### config.mk
export PLATFORM = sky130hd
export DESIGN_NAME = fetchBuffer
export DESIGN_NICKNAME = d
export VERILOG_FILES = /design/src/hw/isaPkg.sv /design/src/hw/fetchPkg.sv /design/src/hw/fetchBuffer.sv
export VERILOG_INCLUDE_DIRS = /design/src /design/src/hw
export SDC_FILE = /design/constraint.sdc
export NUM_CORES = 1
export LEC_CHECK = 0
export ABC_AREA = 1
export BUFFER_PORTS_ARGS = -buffer_cell sky130_fd_sc_hd__buf_2
export CORE_MARGIN = 3
export CORE_UTILIZATION = 50
export DETAILED_ROUTE_END_ITERATION = 6
export GPL_ROUTABILITY_DRIVEN = 0
export PLACE_DENSITY = 0.77
export SYNTH_ARGS = -nofsm -noshare
export SYNTH_HDL_FRONTEND = slang
export SYNTH_SLANG_ARGS = --single-unit
### constraint.sdc
create_clock -name clk -period 7.7 [get_ports clk]
set_input_delay 0.385 -clock clk [delete_from_list [all_inputs] [get_ports clk]]
set_output_delay 0.385 -clock clk [all_outputs]
set_load 0.01 [all_outputs]
### src/hw/fetch_config.svh
// build-time options; RESET_PC must be even and match PC_WIDTH, DCT_DEPTH must stay at 2048
`ifndef FETCH_CONFIG_SVH
`define FETCH_CONFIG_SVH

// ========================================
// program counter
// ========================================

// width of every fetch address
`define PC_WIDTH 32

// first fetch address after reset
`define RESET_PC 32'hFFFC0100

// ========================================
// predictor and decompression storage
// ========================================

// return stack entries, a power of two
`define RSB_DEPTH 8

// decompression table words, indexed by {cmpgrp, insn[15:8]} (11 bits)
`define DCT_DEPTH 2048

// table-compressed instructions enabled
`define SUPPORT_DCI 1'b1

`endif

### src/hw/isaPkg.sv
// ISA view of the front end only; opcode values cover just the classes that fetch redirects on
`include "fetch_config.svh"

package isaPkg;

	// one fetched or expanded instruction
	typedef logic [47:0] insnWord;

	// primary opcode lives in bits 5..0
	typedef enum logic [5:0] {
		NOP     = 6'h1C,
		JMP     = 6'h28,
		CALL    = 6'h29,
		RET     = 6'h2D,
		CMPRSSD = 6'h2F,
		BCC     = 6'h30
	} opcode;

	function automatic opcode opOf(insnWord w);
		return opcode'(w[5:0]);
	endfunction

	// ========================================
	// length code in bits 7..6
	// ========================================
	// 0 -> 4 bytes, 1 -> 6 bytes, 2/3 -> 2 bytes
	// table-compressed words are always one halfword
	function automatic logic [2:0] insLength(insnWord w);
		if (`SUPPORT_DCI && opOf(w) == CMPRSSD) begin
			return 3'd2;
		end
		case (w[7:6])
			2'd0: return 3'd4;
			2'd1: return 3'd6;
			default: return 3'd2;
		endcase
	endfunction

	// instruction classes seen by the redirect logic
	function automatic logic isBranch(insnWord w);
		return opOf(w) == BCC;
	endfunction

	function automatic logic isJump(insnWord w);
		return opOf(w) == JMP;
	endfunction

	function automatic logic isCall(insnWord w);
		return opOf(w) == CALL;
	endfunction

	function automatic logic isRet(insnWord w);
		return opOf(w) == RET;
	endfunction

endpackage

### src/hw/fetchPkg.sv
// fetch-side types; PC width comes from the config header and is shared by every block
`include "fetch_config.svh"

package fetchPkg;

	// ========================================
	// addresses and lengths
	// ========================================

	// byte address of an instruction
	typedef logic [`PC_WIDTH-1:0] pcT;

	// instruction length in bytes (2, 4 or 6)
	typedef logic [2:0] insLenT;

	// ========================================
	// fault reporting
	// ========================================

	// sticky fault code, cleared only by reset
	typedef enum logic [3:0] {
		PANIC_NONE             = 4'd0,
		PANIC_INVALID_IQ_STATE = 4'd1
	} panicT;

endpackage

### src/hw/fetchBuffer.sv
// single issue, two slots; a taken head holds fetch until it is queued, odd missPc is not allowed
`include "fetch_config.svh"

module fetchBuffer (
	input  logic             clk,
	input  logic             rst,
	input  logic             freezePc_i,
	input  isaPkg::insnWord  insn_i,
	input  logic             phit_i,
	input  isaPkg::insnWord  expanded_i,
	input  isaPkg::insnWord  tableEntry_i,
	input  logic             branchMiss_i,
	input  fetchPkg::pcT     missPc_i,
	input  logic             predictTaken_i,
	input  logic             queued_i,
	input  logic [1:0]       nopFetch_i,
	input  fetchPkg::pcT     retPc_i,
	output fetchPkg::pcT     pc_o,
	output logic             fetchValid_o,
	output isaPkg::insnWord  fetchInstr_o,
	output fetchPkg::pcT     fetchPc_o,
	output fetchPkg::insLenT fetchLen_o,
	output logic             takeBranch_o,
	output logic             rsbPush_o,
	output fetchPkg::pcT     rsbPushPc_o,
	output logic             rsbPop_o,
	output fetchPkg::panicT  panic_o
);
	import isaPkg::*;
	import fetchPkg::*;

	// slot 0 is A, slot 1 is B
	logic [1:0] slotV;
	insnWord    slotInstr [2];
	pcT         slotPc [2];
	insLenT     slotLen [2];
	// head pointer
	logic       head;

	insnWord selInsn;
	insLenT  rawLen;
	logic    headV;
	insnWord headInstr;
	pcT      headPc;
	insLenT  headLen;
	pcT      dispX2;
	pcT      headTarget;
	logic    redirect;
	logic    fillEn;
	logic    fillSlot;

	// ========================================
	// incoming word
	// ========================================
	// table first, then the fixed expander, else raw
	always_comb begin
		if (`SUPPORT_DCI && opOf(insn_i) == CMPRSSD) begin
			selInsn = tableEntry_i;
		end else if (insn_i[7]) begin
			selInsn = expanded_i;
		end else begin
			selInsn = insn_i;
		end
	end

	// length of what was fetched, not of the expansion
	assign rawLen = insLength(insn_i);

	// ========================================
	// head view and target
	// ========================================
	assign headV     = slotV[head];
	assign headInstr = slotInstr[head];
	assign headPc    = slotPc[head];
	assign headLen   = slotLen[head];

	// halfword-scaled branch displacement
	assign dispX2 = {{(`PC_WIDTH-17){headInstr[31]}}, headInstr[31:16], 1'b0};

	always_comb begin
		case (opOf(headInstr))
			RET: headTarget = retPc_i;
			// absolute halfword target
			JMP, CALL: headTarget = pcT'({headInstr[39:8], 1'b0});
			// Bcc is relative to the next instruction
			default: headTarget = headPc + pcT'(headLen) + dispX2;
		endcase
	end

	// conditional branches follow the predictor, the rest always redirect
	assign redirect = headV && ((isBranch(headInstr) && predictTaken_i) ||
		isJump(headInstr) || isCall(headInstr) || isRet(headInstr));
	assign takeBranch_o = redirect;

	// fill A before B, only on a cache hit and with no redirect pending
	assign fillEn   = phit_i && !branchMiss_i && !redirect && (slotV != 2'b11);
	assign fillSlot = slotV[0];

	// ========================================
	// control state
	// ========================================
	always_ff @(posedge clk) begin
		if (rst) begin
			pc_o    <= `RESET_PC;
			slotV   <= 2'b00;
			head    <= 1'b0;
			panic_o <= PANIC_NONE;
		end else if (branchMiss_i) begin
			// flush wins over everything
			pc_o  <= missPc_i;
			slotV <= 2'b00;
			head  <= 1'b0;
		end else begin
			if (redirect) begin
				// younger slot is on the wrong path
				pc_o <= headTarget;
				slotV[~head] <= 1'b0;
			end else if (fillEn) begin
				slotV[fillSlot] <= 1'b1;
				if (!freezePc_i) begin
					pc_o <= pc_o + pcT'(rawLen);
				end
			end
			// head consumed by the issue queue
			if (queued_i) begin
				if (headV) begin
					slotV[head] <= 1'b0;
					head <= ~head;
				end else begin
					panic_o <= PANIC_INVALID_IQ_STATE;
				end
			end else if (slotV == 2'b00) begin
				head <= 1'b0;
			end
			// per-slot nop invalidation
			if (nopFetch_i[0]) begin
				slotV[0] <= 1'b0;
			end
			if (nopFetch_i[1]) begin
				slotV[1] <= 1'b0;
			end
		end
	end

	// payload, written only on a fill
	always_ff @(posedge clk) begin
		if (fillEn) begin
			slotInstr[fillSlot] <= selInsn;
			slotPc[fillSlot]    <= pc_o;
			slotLen[fillSlot]   <= rawLen;
		end
	end

	// issue queue side
	assign fetchValid_o = headV;
	assign fetchInstr_o = headInstr;
	assign fetchPc_o    = headPc;
	assign fetchLen_o   = headLen;

	// return stack updates on consumed CALL / RET
	assign rsbPush_o   = queued_i && headV && isCall(headInstr);
	assign rsbPushPc_o = headPc + pcT'(headLen);
	assign rsbPop_o    = queued_i && headV && isRet(headInstr);

	// outside a panic, an empty head under a queue pulse means the whole buffer is empty
	assert property (@(posedge clk) disable iff (rst)
		(queued_i && !headV && panic_o == PANIC_NONE) |-> (slotV == 2'b00))
		else $error("fetchBuffer: head points at an empty slot while the other is full");

	assert property (@(posedge clk) disable iff (rst) !pc_o[0])
		else $error("fetchBuffer: odd fetch address");

endmodule

==> results.yml <==
floorplanning:
  ios: 372
  rows: 58
  die-height_um: 167.8
  core_mm2: 0.02547
  die_w_um: 167.8
  die_area_mm2: 0.02814
  start_util_pct: 51.36
clock_network:
  clk_pin_slew_ns: 0.06
  cts_tree: "done"
  worstSkewPairLatency_ns: 0.52
  hold_buffers: 0
  cts_buffer_depth: 3
  clock_tree.root_cell: "clkbuf_16"
  cts_buffers: 23
  clock-sinks: 201
  postCtsSetupRepairBufs: 0
  htreeDepth: 1
  cts-resized-gates: 0
pwr:
  p_leak_uw: 0.007416
  vdd_ir_drop_max_uv: 176.0
  p_per_area_mw_per_mm2: 184.0
layout:
  areaGrowthSynthToFinish_pct: 20.78
  layout_commonest_cell: "nand2_1"
  layout_common_cells: "nand2_1, buf_2, nor2_1"
  multi_input_area_mm2: 0.006513
  drive_above_1_share_pct: 22.36
  final_nets: 2357
  nFillCells: 2265
  register_area_mm2: 0.005669
  postLayoutCoreUtil_pct: 62.03
critical_path:
  worstPathMaxFanout: 55
  start_kind: "flop"
  worst-setup-path-type: "reg2reg"
  rrSetupSlack_ns: 2.29
  ff2ff_path_depth: 27
  cp.required_ns: 8.16
  worstReg2RegEnd: "pc_o[27]"
  cp.arrival_ns: 5.87
  crit_path_end_kind: "flop"
hold_path:
  worstHoldPathCells: 2
  hold_path.class: "in2reg"
  hp-start: "rst"
  hold_path_end: "panic_o[0]"
detailed_routing:
  first_iter_violations: 1698
  drcViolationCount: 0
  first_pass_iters: 7
  wl_per_cell_um: 19.83
  ant_nets: 0
  drt-total-wl_um: 48630
  dr_total_vias: 13810
  via_per_inst: 5.631
synthesis:
  syn_area_mm2: 0.01308
  synth_seq_cells: 201
  synth.distinct_cells: 53
  async_reset_ff_share_pct: 0
  yosysWarnings: 0
  synth-main-ff-cell: "edfxtp_1"
  synth_seq_area_share_pct: 43.31
  syn_inst: 1764
  synth-edff-count: 164
  avgSynthCellArea_um2: 7.416
global_routing:
  grt_util_all_layers_pct: 32.91
  first_global_vias: 13080
  overflow: 0
  antenna_found_initial: 3
  grt_max_degree: 83
  grt_pass1_wl_um: 72800
timing:
  max_slew.worst_pin.slew_ns: 1.180
  fin_crit_sh_pct: 70.28
  holdWs_ns: 0.1132
  fmax_mhz: 184.8
  slew_viol_final: 0
  hold_viol: 0
  max-slew-margin-rel_pct: 21.32
  fin_worst_skew_ns: 0.01509
  rsz0062_at_grt: "false"
  setup_viol: 0
  tns_ns: 0
  finalCriticalPeriod_ns: 5.411
flow_run:
  maxCapViolations: 0
status:
  outcome: "finished, final reports clean"
placed_design:
  portBuffers: 367
  dp_hpwl_um: 37310
[kinds of logic after synthesis]
family / share of synthesized area [%]
other cells: 0.02866
fa+ha+maj: 3.711
flops: 43.31
xor+xnor: 3.147
buf+inv: 7.058
simple gates: 33.90
compound gates: 8.847
[registers in the layout (all words and copies together), names as in the netlist, named ones only]
signal	cells
head	1
panic_o	1
pc_o	32
slotInstr	96
slotLen	4
slotPc	64
slotV	2
[stage by stage]
step	power (uW)	cell area (um2)	std cells	setup WS, ns
after floorplan	1621	13090	1767	2.192
after global placement	1843	15070	2408	2.727
after detailed placement	1851	15070	2408	2.580
after CTS	2899	15800	2450	2.470
after global routing	3010	15800	2451	1.966
final	2908	15800	2452	2.289
[report_power, final]
part	total (uW)	switching (uW)	internal (uW)
sequential	1270	46.6	1230
clock	1060	443	616
combinational	576	372	204
total	2910	861	2050
[cell usage after synthesis (4+ instances only)]
cell,count,share of area [%]
a211oi_1,5,0.29
a21oi_1,63,2.4
a22o_1,4,0.27
buf_1,9,0.26
buf_2,10,0.38
buf_4,8,0.46
buf_6,8,0.69
clkbuf_1,28,0.80
dfxtp_1,37,5.7
edfxtp_1,164,38
ha_1,34,3.3
inv_1,148,4.2
inv_2,4,0.11
nand2_1,591,17
nand2_2,13,0.62
nand3_1,100,3.8
nand3b_1,8,0.46
nand4_1,22,1.1
nor2_1,248,7.1
nor2_2,8,0.38
nor3_1,24,0.92
nor4_1,7,0.33
o21ai_0,60,2.3
o21bai_1,4,0.23
o22ai_1,46,2.2
or2_2,21,1.0
xnor2_1,13,0.87
xor2_1,34,2.3
[critical path: stages, from the launching register on]
cell and delay [ns]:
dfxtp_4 0.58, buf_4 0.57, nand2_1 0.12, nand2_1 0.12
ha_1 0.20, fa_1 0.23, nand3_1 0.08, nor2_1 0.40
nand4_1 0.30, nor2_1 0.25, nand2_1 0.10, nor2_2 0.17
nand3_1 0.11, xor2_1 0.17, inv_1 0.08, ha_1 0.39
nand2_1 0.13, nor2_1 0.17, inv_1 0.08, nor2_1 0.20
inv_1 0.06, nor2_1 0.10, nor2_1 0.06, nand3_1 0.08
nand2_1 0.05, o21ai_0 0.29, nand3_1 0.13, nand2_1 0.09
[cell type report]
| class | count | share of cell area [%] |
|---|---|---|
| multi-input cells | 1348 | 41.21 |
| flip-flops and latches | 201 | 35.88 |
| repair buffers | 374 | 11.96 |
| clock buffers | 32 | 4.046 |
| inverters | 155 | 3.706 |
| well taps | 330 | 2.613 |
| clock inverters | 10 | 0.5543 |
| diodes | 2 | 0.03167 |
[metal layers]
metal / share of wire (%) / global-route usage [%] / up-vias
met3: 11 / 7.436 / 165
met2: 45 / 52.55 / 861
li1: - / - / 6502
met1: 38 / 41.93 / 6276
met5: 0.043 / 0 / -
met4: 5.6 / 17.18 / 4
[how the worst max path moves through the flow]
| stage | from | end | slack (ns) |
|---|---|---|---|
| floorplan | flop | slotInstr[0][0] | 2.19 |
| global placement | flop | pc_o[30] | 2.73 |
| detailed placement | flop | pc_o[30] | 2.58 |
| CTS | flop | pc_o[27] | 2.47 |
| global route | flop | pc_o[27] | 1.97 |
| finish | flop | pc_o[27] | 2.29 |
Power figures use the tool's default switching activity.
