## config.mk

```make
export PLATFORM = sky130hd
export DESIGN_NAME = returnStack
export DESIGN_NICKNAME = d
export VERILOG_FILES = /design/src/hw/fetchPkg.sv /design/src/hw/returnStack.sv
export VERILOG_INCLUDE_DIRS = /design/src /design/src/hw
export SDC_FILE = /design/constraint.sdc
export NUM_CORES = 1
export LEC_CHECK = 0
export ABC_AREA = 1
export BUFFER_PORTS_ARGS = -buffer_cell sky130_fd_sc_hd__buf_2
export CAP_MARGIN = 0
export CORE_MARGIN = 5
export CORE_UTILIZATION = 61
export DETAILED_ROUTE_END_ITERATION = 8
export GPL_TIMING_DRIVEN = 0
export PLACE_DENSITY = 0.8
export SYNTH_ARGS = -nofsm -noshare
export SYNTH_HDL_FRONTEND = slang
export SYNTH_SLANG_ARGS = --single-unit
```

## constraint.sdc

```tcl
create_clock -name clk -period 2.95 [get_ports clk]
set_input_delay 0 -clock clk [delete_from_list [all_inputs] [get_ports clk]]
set_output_delay 0 -clock clk [all_outputs]
set_load 0.02 [all_outputs]
```

## src/hw/fetch_config.svh

```systemverilog
// build-time options; RESET_PC must be even and match PC_WIDTH, DCT_DEPTH must stay at 2048
`ifndef FETCH_CONFIG_SVH
`define FETCH_CONFIG_SVH

// ========================================
// program counter
// ========================================

// width of every fetch address
`define PC_WIDTH 32

// first fetch address after reset
`define RESET_PC 32'hFFFC0100

// ========================================
// predictor and decompression storage
// ========================================

// return stack entries, a power of two
`define RSB_DEPTH 8

// decompression table words, indexed by {cmpgrp, insn[15:8]} (11 bits)
`define DCT_DEPTH 2048

// table-compressed instructions enabled
`define SUPPORT_DCI 1'b1

`endif

```

## src/hw/fetchPkg.sv

```systemverilog
// fetch-side types; PC width comes from the config header and is shared by every block
`include "fetch_config.svh"

package fetchPkg;

	// ========================================
	// addresses and lengths
	// ========================================

	// byte address of an instruction
	typedef logic [`PC_WIDTH-1:0] pcT;

	// instruction length in bytes (2, 4 or 6)
	typedef logic [2:0] insLenT;

	// ========================================
	// fault reporting
	// ========================================

	// sticky fault code, cleared only by reset
	typedef enum logic [3:0] {
		PANIC_NONE             = 4'd0,
		PANIC_INVALID_IQ_STATE = 4'd1
	} panicT;

endpackage

```

## src/hw/returnStack.sv

```systemverilog
// no recovery of stomped returns; a misprediction leaves the stack as it was speculatively updated
`include "fetch_config.svh"

module returnStack (
	input  logic           clk,
	input  logic           rst,
	input  logic           push_i,
	input  fetchPkg::pcT   pushPc_i,
	input  logic           pop_i,
	output fetchPkg::pcT   retPc_o
);
	import fetchPkg::*;

	localparam int PtrW = $clog2(`RSB_DEPTH);

	// circular storage, oldest entries are overwritten on overflow
	pcT stack [`RSB_DEPTH];

	// sp points at the current top
	logic [PtrW-1:0] sp;
	logic [PtrW-1:0] spUp;
	logic [PtrW-1:0] spDown;

	assign spUp   = sp + 1'b1;
	assign spDown = sp - 1'b1;

	// ========================================
	// push / pop
	// ========================================
	always_ff @(posedge clk) begin
		if (rst) begin
			sp <= '0;
			// empty stack predicts the reset vector
			for (int i = 0; i < `RSB_DEPTH; i++) begin
				stack[i] <= `RESET_PC;
			end
		end else if (push_i) begin
			// new top one above the old
			stack[spUp] <= pushPc_i;
			sp <= spUp;
		end else if (pop_i) begin
			// underflow just wraps around
			sp <= spDown;
		end
	end

	// prediction for a RET currently at the head
	assign retPc_o = stack[sp];

	// the head is one instruction, so it cannot be a CALL and a RET at once
	assert property (@(posedge clk) disable iff (rst) !(push_i && pop_i))
		else $error("returnStack: push and pop in the same cycle");

endmodule

```

==> results of run 1 <==
==> cells in the mapped netlist, drive strengths merged <==
| cell type | instances |
|---|---|
| ha | 2 |
| edfxtp | 256 |
| clkinv | 2 |
| o21ai | 4 |
| nor2 | 145 |
| inv | 304 |
| nand2 | 555 |
| dfxtp | 6 |
| buf | 50 |
| clkbuf | 15 |
| a21oi | 2 |
| nand3 | 134 |
| xor2 | 1 |
| a31oi | 1 |
==> power groups by stage <==
stage          Sequential [uW]  Clock (uW)  Combinational [uW]
6_report                  4280        3260                1440
2_1_floorplan             4350           0                 902
5_1_grt                   4290        3410                1560
3_3_place_gp              4360           0                1320
3_5_place_dp              4360           0                1360
4_1_cts                   4280        3250                1420
==> critical path, stage by stage (launching register included) <==
cell	delay (ns)
dfxtp_1	0.44
inv_1	0.13
ha_1	0.31
buf_6	0.15
clkinv_2	0.14
nand3_4	0.21
buf_2	0.31
nand2_2	0.61
==> per-stage QoR <==
step	power (uW)	TNS, ns	area [um2]	util
finish	8980	0	14800	0.706
global route	9270	0	14800	0.706
CTS	8940	0	14700	0.706
detailed placement	5720	-1.04	13500	0.649
global placement	5680	-90.56	13500	0.646
floorplan	5250	0	12800	-
==> repair_timing <==
item,4_1_cts,5_1_grt
endpoints found under the hold margin,262,0
setup buffers,0,0
hold buffers,36,0
endpoints found under the setup margin,64,64
resized for setup,2,2
==> placed cells by master (no fill, tap or decap), drive strengths merged <==
cell / synthesis / routed
nor2: 145 / 145
nand3: 134 / 134
buf: 50 / 118
clkbuf: 15 / 50
nand2: 555 / 555
clkinv: 2 / 12
a21oi: 2 / 2
inv: 304 / 306
edfxtp: 256 / 256
dlygate4sd3: 0 / 36
a31oi: 1 / 1
dfxtp: 6 / 6
xor2: 1 / 1
bufinv: 0 / 2
ha: 2 / 2
o21ai: 4 / 4
==> sequential cells by signal (all words and copies together), names as in the netlist, named ones only <==
register  flops
sp            3
stack       256
==> cell type report <==
type                            instances  area [um2]
Fill cell                            1574        6130
Buffer                                 65         332
Sequential cell                       262        7810
Timing Repair Buffer                  104         723
Clock buffer                           35         706
Inverter                              306        1150
Multi-Input combinational cell        844        3570
Clock inverter                         14         124
Tap cell                              275         344
==> metal layers <==
layer,GRT usage,vias to the layer above
li1,-,4773
met1,0.354,4689
met2,0.481,607
met3,0.0364,98
met4,0.102,0
met5,0,-
==> worst min path at each step <==
stage / end / slack [ns]
after floorplan: register / 0.15
after global placement: stack[1][26]$_SDFFCE_PN1P_ / 0.39
after detailed placement: sp[1]$_SDFFE_PP0N_ / 0.39
after CTS: stack[1][26]$_SDFFCE_PN1P_ / 0.38
after global routing: stack[7][28]$_SDFFCE_PN1P_ / 0.44
final: stack[1][26]$_SDFFCE_PN1P_ / 0.38
==> cells by family (layout without fill, tap and decap cells) <==
family,after synthesis,count (layout),share of synthesized area
buffers and inverters,371,524,0.116
AO/OA/AOI/OAI,7,7,0.00283
AND/OR/NAND/NOR,834,834,0.270
XOR/XNOR,1,1,0.000683
flip-flops,262,262,0.609
adder cells (fa/ha/maj),2,2,0.00195
==> impl_results.md, run 1 <==
- Clk Latency, worst-skew pair: 0.55 ns
- Die area: 0.0240 mm2
- Critical Path Start: sp[0]$_SDFFE_PP0N_
- Top Metal Used: met4
- Finished Layout Cells: 1905
- Core area: 0.0209 mm2
- Hold Path Stages: 4
- Num CTS Buffers: 27
- Hold_ws: 0.381 ns
- Worst hold path startpoint: pushPc_i[26]
- Fin. Hold Viols: 0
- CTS max path bufs: 3
- Reg2Reg Depth: 7
- WL/cell: 17.5 um
- Slew Viols, Final: 0
- Worst reg-to-reg setup slack: 0.14 ns
- FMAX: 0.356 GHz
- Final Setup Violations: 0
- Seq cells post-synth: 262
- IO Pins: 68
- Combinational power share: 0.160
- Cell taking the most area after synthesis: edfxtp_1
- Post-placement cell count: 1820
- Launching point of the worst reg2reg path: sp[0]$_SDFFE_PP0N_
- Total gr overflow: 0
- Crit path required time: 3.01 ns
- Clock Pin Slew Worst Setup and Hold Paths: 0.06 ns
- Yosys warns: 0
- Initial Utilization: 0.614
- Post-Synthesis Cells: 1477
- Number of global-route vias before repair: 10100
- Net switching power: 2480 uW
- RSZ-0062 raised after global routing: no
- Met3 wire len: 3450 um
- PwrDens: 609 mW/mm2
- Initial antenna violation count: 0
- Initial DRC count: 1117
- Startpoint Class: register
- Port Buffers: 67
- Leak: 0.00700 uW
- Fraction of layout cells with a size suffix above 1: 0.113
- Total of max-cap violations: 0
- DRT antenna net count: 0
- Sequential share of power: 0.477
- Global placement routability congestion: 0.848
- Fin nets: 1648
- Worst Path Max Fanout: 32
- R2R Path End: stack[1][22]$_SDFFCE_PN1P_
- Slew of the pin with the lowest slew margin: 0.967 ns
- Period utilisation layout: 0.952
- CTS tree: done
- CTS H-tree lvls: 1
- Setup ws final: 0.140 ns
- Die height: 155 um
- Syn Area/Cell: 8.68 um2
- Final min period: 2.81 ns
- Area delta synth->final: 15.1%
- Syn nets: 1515
- CP arrival: 2.87 ns
- Setup crit end: stack[1][22]$_SDFFCE_PN1P_
- Clock sinks: 262
- Largest net degree at the start of global routing: 33
- Synth Cell Area: 0.0128 mm2
- Sequential fraction of the synthesis area: 0.609
- Yosys cell types: 26
- Routed length on met2: 16600 um
- Max-slew headroom: 0.353
- Ant diodes: 0
- Worst setup EP type: register
- GRT Total Usage: 0.276
- Worst Setup Path Type: register to register
- Routed vias/inst: 5.34
- Sw frac: 0.276
- Root buffer cell: clkbuf_16
- Site row count: 53
- First-pass GRT wire length: 51500 um
- Total number of vias: 10200
- Final Skew: 0.0171 ns
- Clk pwr share: 0.363
- DRC Markers: 0
- Pre-CTS WS: -0.0287 ns
- Initial DRT Pass Iterations: 6
- Synth top area cells: edfxtp_1, nand2_1, inv_1, nand3_1, nor2_1
- Post-DP HPWL: 20400 um
- Peak supply drop: 524 uV
- Status: completed
- WL met1: 12100 um
- Final wirelength: 33300 um
- Hold Path Class: input port to register
- Int Pwr: 6500 uW
- Chip width: 155 um
- Synth top area share: 0.600
No activity file was read; power rests on OpenSTA's default activity.
==> run 2, diff against run 1 <==
Settings changed: REMOVE_ABC_BUFFERS set to 1.
==> run 2 against run 1 <==
Net effect:
- count of clock-buffer cells in the layout down 2
- largest cell class unchanged
- worst setup slack better by 0.060 ns
- sequential share of layout area increased by 0.16 points
- combinational power decreased by 9.7%
- cell area shrank 0.20%
- die area unchanged
- clock skew is 0.0092 ns lower
- clock power grew 3%
- sequential cell count stayed put
- power grew 0.56%
==> impl_results.md, run 2 (synthesized netlist as in run 1, its figures left out) <==
- Startpoint Class: register
- Worst Setup Path Type: register to output pin
- Die height: 155 um (unchanged)
- Met1 Use GR: 0.308 (-0.0464)
- Most frequent cells in the layout: nand2_1, inv_1, edfxtp_1, nor2_1, nand3_1
- Peak supply drop: 518 uV (-1.2%)
- Clock sinks: 262 (unchanged)
- Ant diodes: 0 (unchanged)
- CP arrival: 2.75 ns (-0.12 ns)
- Clock Pin Slew Worst Setup and Hold Paths: 0.06 ns (about the same)
- Root buffer cell: clkbuf_16
- Initial DRT Pass Iterations: 5 (-1)
- DRT antenna net count: 0 (unchanged)
- Core area: 0.0209 mm2 (unchanged)
- Finished Layout Cells: 1854 (-2.7%)
- PwrDens: 613 mW/mm2 (+0.76%)
- Routed vias/inst: 5.25 (-1.6%)
- CTS H-tree lvls: 1 (unchanged)
- GR Util met3: 0.0403 (+0.00389)
- Chip width: 155 um (unchanged)
- Post-DP HPWL: 16600 um (-19%)
- Crit path required time: 2.95 ns (-0.06 ns)
- Most common cell after layout, fill and taps aside: nand2_1
- Number of global-route vias before repair: 9661 (-4.1%)
- Area delta synth->final: 14.9%
- Period utilisation layout: 0.932 (-0.0205)
- Post-placement cell count: 1764 (-3.1%)
- GRT busiest layer: met2
- Global placement routability congestion: 0.758 (-11%)
- Leak: 0.00693 uW (-0.97%)
- CTS tree: done
- Status: completed
- Final min period: 2.75 ns (-0.0605 ns)
- Slew of the pin with the lowest slew margin: 0.930 ns (-0.0371 ns)
- Worst setup EP type: output pin
- RSZ-0062 raised after global routing: no
- Final wirelength: 31000 um (-6.9%)
- Fraction of layout cells with a size suffix above 1: 0.104 (-0.00900)
- Initial DRC count: 949 (-15%)
- Initial antenna violation count: 0 (unchanged)
- Final Setup Violations: 0 (unchanged)
- WL/cell: 16.7 um (-4.4%)
- Die area: 0.0240 mm2 (unchanged)
- FMAX: 0.364 GHz (+2.2%)
- IO Pins: 68 (unchanged)
- First-pass GRT wire length: 48900 um (-5.0%)
- Fillers: 1496 (-5.0%)
- Fin. Hold Viols: 0 (unchanged)
- Met2 Resource Use GR: 0.467 (-0.0149)
- Initial Utilization: 0.614 (unchanged)
- Fin nets: 1598 (-3.0%)
- Hold Path Class: input port to register
- Max-slew headroom: 0.380 (+0.0270)
- Num CTS Buffers: 27 (unchanged)
- Worst Path Max Fanout: 65 (+100%)
- Setup tns final: 0 ns (unchanged)
- Final Skew: 0.00790 ns (-0.00925 ns)
- GRT Total Usage: 0.260 (-0.0156)
- Largest net degree at the start of global routing: 77 (+130%)
- DRC Markers: 0 (unchanged)
- Total gr overflow: 0 (unchanged)
- Number of flip-flops in the largest register: 256 (unchanged)
- Total of max-cap violations: 0 (unchanged)
- Port Buffers: 67 (unchanged)
- Site row count: 53 (unchanged)
- Clk Latency, worst-skew pair: 0.53 ns (-0.02 ns)
- Top Registers: stack x256, sp x3
- Total number of vias: 9733 (-4.3%)
- Reg with most FFs: stack
- CTS max path bufs: 3 (unchanged)
- Slew Viols, Final: 0 (unchanged)
-- run 2: changes by cell type in the layout (fill, tap and decap cells not counted), moves of 5 or more --
| cell | change |
|---|---|
| buf_2 | -31 |
| buf_6 | -5 |
| buf_1 | -11 |
| buf_12 | +7 |
| clkbuf_1 | -17 |
-- run 2: what timing repair did --
action,4_1_cts,5_1_grt
hold endpoints to repair,262,0
gates resized for setup,1,3
hold buffers,37,0
setup buffers,5,0
pin swaps,2,0
endpoints found under the setup margin,137,47
-- run 2: metrics by stage --
step	power (uW)	setup slack, ns	hold WS (ns)	cell area [um2]	util
global placement	5630	-6.66	0.366	13200	0.630
CTS	9020	0.130	0.367	14700	0.705
global route	9330	0.0745	0.415	14700	0.705
finish	9030	0.201	0.384	14700	0.705
detailed placement	5680	-0.190	0.370	13400	0.643
floorplan	5210	-2.47	0.155	12500	-
-- run 2: critical path, stage by stage, from the launching register on --
cell	delay, ns
dfxtp_4	0.95
inv_4	0.55
nand3_1	0.23
nand2_1	0.07
nand2_1	0.08
nand2_1	0.12
buf_2	0.18
-- run 2: routing by layer --
metal  up-vias  part of all wire
met4         0             0.045
met2       452              0.51
met5         -                 0
met3       111             0.085
li1       4672                 -
met1      4498              0.36
-- run 2: power by group --
part           internal (uW)  switching (uW)
sequential              4240             125
clock                   2020            1350
combinational            403             900
total                   6660            2370
-- run 2: cell type report --
class                   instances  area, um2  share of cell area
inverters                     306       1160              0.0785
clock buffers                  33        698              0.0474
clock inverters                15        169              0.0115
flip-flops and latches        262       7820               0.531
well taps                     275        344              0.0234
repair buffers                119        986              0.0669
multi-input cells             844       3560               0.242
-- run 2: final timing paths --
kind | slack, ns | start | depth (start not counted) | end
worst max-delay path | 0.20 | register | 6 | retPc_o[31]
worst min-delay path | 0.38 | pushPc_i[19] | 4 | stack[6][19]$_SDFFCE_PN1P_
worst max register to register | 0.23 | sp[0]$_SDFFE_PP0N_ | 8 | stack[4][10]$_SDFFCE_PN0P_
worst min register to register | 0.63 | sp[0]$_SDFFE_PP0N_ | 1 | register
==> run 3, diff against run 2 <==
Settings changed: ABC_AREA 1 to unset.
==> run 3 against run 2 <==
Net effect:
- clock power decreased by 13%
- sequential share of layout area increased by 2.8 points
- non-clock buffer count increased by 28
- maximum frequency decreased by 2.0%
- critical path depth decreased by 1
- largest cell class unchanged
- final cell count decreased by 41%
- highest routed layer unchanged
- first-iteration DRC count decreased by 10%
==> impl_results.md, run 3 <==
- Worst Path Max Fanout: 32 (-51%)
- Number of flops mapped to enable cells by yosys: 256 (unchanged)
- Top Registers: stack x256, sp x3
- Total of max-cap violations: 0 (unchanged)
- Hold Path Class: input port to register
- Placed instance area: 0.0127 mm2 (-5.6%)
- Status: completed
- Int Pwr: 6370 uW (-4.4%)
- Clk Latency, worst-skew pair: 0.51 ns (-0.02 ns)
- Slew Viols, Final: 0 (unchanged)
- Die height: 149 um (-4.1%)
- Ys async rst share: 0 (unchanged)
- Crit path required time: 3.09 ns (+0.14 ns)
- Sequential fraction of the synthesis area: 0.666 (+0.0567)
- Initial DRT Pass Iterations: 5 (unchanged)
- Net switching power: 2050 uW (-14%)
- Largest net degree at the start of global routing: 45 (-42%)
- Hold Path Stages: 4 (unchanged)
- Initial DRC count: 853 (-10%)
- First-pass GRT wire length: 43600 um (-11%)
- Post-synth top cells: edfxtp_1, or3_1, and2_1, and3_1, mux4_2
- WL/cell: 25.7 um (+53%)
- Die area: 0.0221 mm2 (-8.0%)
- Final Skew: 0.00942 ns (+0.00152 ns)
- DRC Markers: 0 (unchanged)
- Hold_ws: 0.0349 ns (-0.349 ns)
- Post-route design area: 0.0140 mm2 (-4.9%)
- GRT Total Usage: 0.261 (+0.000895)
- Global placement routability congestion: 0.750 (-1.0%)
- R2R Path End: stack[4][12]$_SDFFCE_PN0P_
- Max incr delay on CP: 0.64 ns (-0.31 ns)
- Clk pwr share: 0.347 (-0.026)
- Final wirelength: 28300 um (-8.8%)
- Reg with most FFs: stack
- Worst reg-to-reg setup slack: 0.15 ns (-0.08 ns)
- Slowest cell on the critical path: or2_4
- Combinational power share: 0.138 (-0.006)
- Sw frac: 0.243 (-0.0192)
- Final Setup Violations: 0 (unchanged)
- IO Pins: 68 (unchanged)
- Total gr overflow: 0 (unchanged)
- Startpoint Class: register
- Yosys warns: 0 (unchanged)
- Crit-path cells: ha_1 -> xnor2_2 -> buf_8 -> nor3_4 -> or2_4
- Seq cells post-synth: 262 (unchanged)
- CTS H-tree lvls: 1 (unchanged)
- Synth top area share: 0.655 (+0.0558)
- FMAX: 0.357 GHz (-2.0%)
- Max-slew headroom: 0.318 (-0.0623)
- Number of global-route vias before repair: 7656 (-21%)
- Port Buffers: 67 (unchanged)
- CTS tree: done
- Launching point of the worst reg2reg path: sp[0]$_SDFFE_PP0N_
- Reg2Reg Depth: 5 (-3)
- Worst setup EP type: register
- Num CTS Buffers: 25 (-7.4%)
- Most frequent cells in the layout: edfxtp_1, or3_1, and3_1, and2_1, buf_2
- Root buffer cell: clkbuf_16
- Core area: 0.0188 mm2 (-9.9%)
- Synth Cell Area: 0.0117 mm2 (-8.5%)
- Number of flip-flops in the largest register: 256 (unchanged)
- Peak supply drop: 458 uV (-12%)
- Ant diodes: 0 (unchanged)
- Fraction of layout cells with a size suffix above 1: 0.309 (+0.205)
- Most common cell in the netlist: edfxtp_1
- RSZ-0062 raised after global routing: no
- PwrDens: 601 mW/mm2 (-1.9%)
- Leak: 0.00461 uW (-34%)
- CTS max path bufs: 3 (unchanged)
- Routed vias/inst: 6.49 (+24%)
- Most common cell after layout, fill and taps aside: edfxtp_1
- Worst Setup Path Type: register to register
- Most used DFF post-synth: edfxtp_1
- Initial Utilization: 0.623 (+0.00908)
- Site row count: 50 (-5.7%)
- Fin nets: 864 (-46%)
- Yosys cell types: 35 (+35%)
- Post-DP HPWL: 15500 um (-6.5%)
- Clock Pin Slew Worst Setup and Hold Paths: 0.06 ns (about the same)
- Period utilisation layout: 0.951 (+0.0188)
- Worst hold path startpoint: push_i
- Initial antenna violation count: 0 (unchanged)
- CP arrival: 2.95 ns (+0.20 ns)
- Fin. Hold Viols: 0 (unchanged)
- Area delta synth->final: 19.4%
- Final min period: 2.80 ns (+0.0554 ns)
- Post-Synthesis Cells: 712 (-52%)
- Syn Area/Cell: 16.5 um2 (+90%)
- Cell taking the most area after synthesis: edfxtp_1
- Slew of the pin with the lowest slew margin: 1.02 ns (+0.0891 ns)
- DRT antenna net count: 0 (unchanged)
- Synth top area cells: edfxtp_1, mux4_2, or3_1, and2_1, and3_1
- Total number of vias: 7143 (-27%)
- Sequential share of power: 0.515 (+0.032)
- Chip width: 149 um (-4.1%)
- Clock sinks: 262 (unchanged)
==> run 3: cell count changes in the layout (fill, tap and decap cells not counted), sizes merged, moves of 27 or more <==
cell | previous run | this run
or3 | 0 | 90
and3 | 0 | 68
nand2 | 555 | 1
buf | 82 | 112
inv | 303 | 3
mux2 | 0 | 32
nor2 | 145 | 5
nand3 | 134 | 1
and2 | 0 | 68
mux4 | 0 | 64
nand2b | 0 | 27
==> run 3: critical path: cells and delay by family (launching register included) <==
family	cells	cell delay [ns]
flops	1	0.47
simple gates	2	1.05
buf+inv	1	0.24
fa+ha+maj	1	0.39
xor+xnor	1	0.27
==> run 3: what timing repair did <==
| action | in CTS | in global routing |
|---|---|---|
| endpoints found under the hold margin | 262 | 0 |
| setup endpoints to repair | 293 | 143 |
| pin swaps | 8 | 2 |
| resized for setup | 7 | 3 |
| gates cloned | 1 | 1 |
| setup buffers | 20 | 1 |
| hold buffers | 35 | 0 |
==> run 3: cell families (layout without fill, tap and decap cells) <==
kind of cell | Yosys count | count (layout) | share of synthesized area
compound gates | 9 | 9 | 0.00437
xor+xnor | 3 | 3 | 0.00224
fa+ha+maj | 2 | 2 | 0.00213
buf+inv | 65 | 192 | 0.0244
flops | 262 | 262 | 0.666
mux | 96 | 96 | 0.154
simple gates | 275 | 277 | 0.148
==> run 3: area by class of cell <==
class                           count  area (um2)
Timing Repair Buffer              147        1340
Tap cell                          260         325
Clock inverter                     12        76.3
Clock buffer                       30         644
Multi-Input combinational cell    387        3790
Fill cell                        1060        4830
Inverter                            3        11.3
Sequential cell                   262        7820
==> run 3: layer usage <==
metal	vias up	GRT usage	routed length, um
met5	-	0	0
met4	0	0.0841	740
met3	65	0.0463	2530
met2	417	0.454	14800
met1	3647	0.338	10200
li1	3014	-	-
==> run 3: how the worst max path moves through the flow <==
stage	startpoint	endpoint	slack [ns]
after floorplan	sp[0]$_SDFFE_PP0N_	stack[5][0]$_SDFFCE_PN0P_	-2.64
after global placement	sp[0]$_SDFFE_PP0N_	stack[5][22]$_SDFFCE_PN1P_	-9.36
after detailed placement	sp[0]$_SDFFE_PP0N_	stack[7][7]$_SDFFCE_PN0P_	-1.12
after CTS	sp[0]$_SDFFE_PP0N_	stack[5][11]$_SDFFCE_PN0P_	0.03
after global routing	sp[0]$_SDFFE_PP0N_	stack[4][1]$_SDFFCE_PN0P_	0.007
final	sp[0]$_SDFFE_PP0N_	stack[4][12]$_SDFFCE_PN0P_	0.15
==> run 3: stage by stage <==
stage	TNS, ns	power, uW	utilization	worst slack, ns	std cells
finish	0	8420	0.744	0.145	1101
global route	0	8680	0.744	0.00669	1101
CTS	0	8410	0.742	0.0291	1099
detailed placement	-122.63	5470	0.673	-1.12	1001
global placement	-3383.06	5350	0.643	-9.36	977
floorplan	-762.36	4990	-	-2.64	650
==> run 3: power groups by stage <==
stage / clock, uW / sequential (uW) / combinational (uW)
finish: 2920 / 4330 / 1170
global route: 3100 / 4350 / 1230
CTS: 2920 / 4340 / 1150
detailed placement: 0 / 4420 / 1050
global placement: 0 / 4500 / 843
floorplan: 0 / 4440 / 550
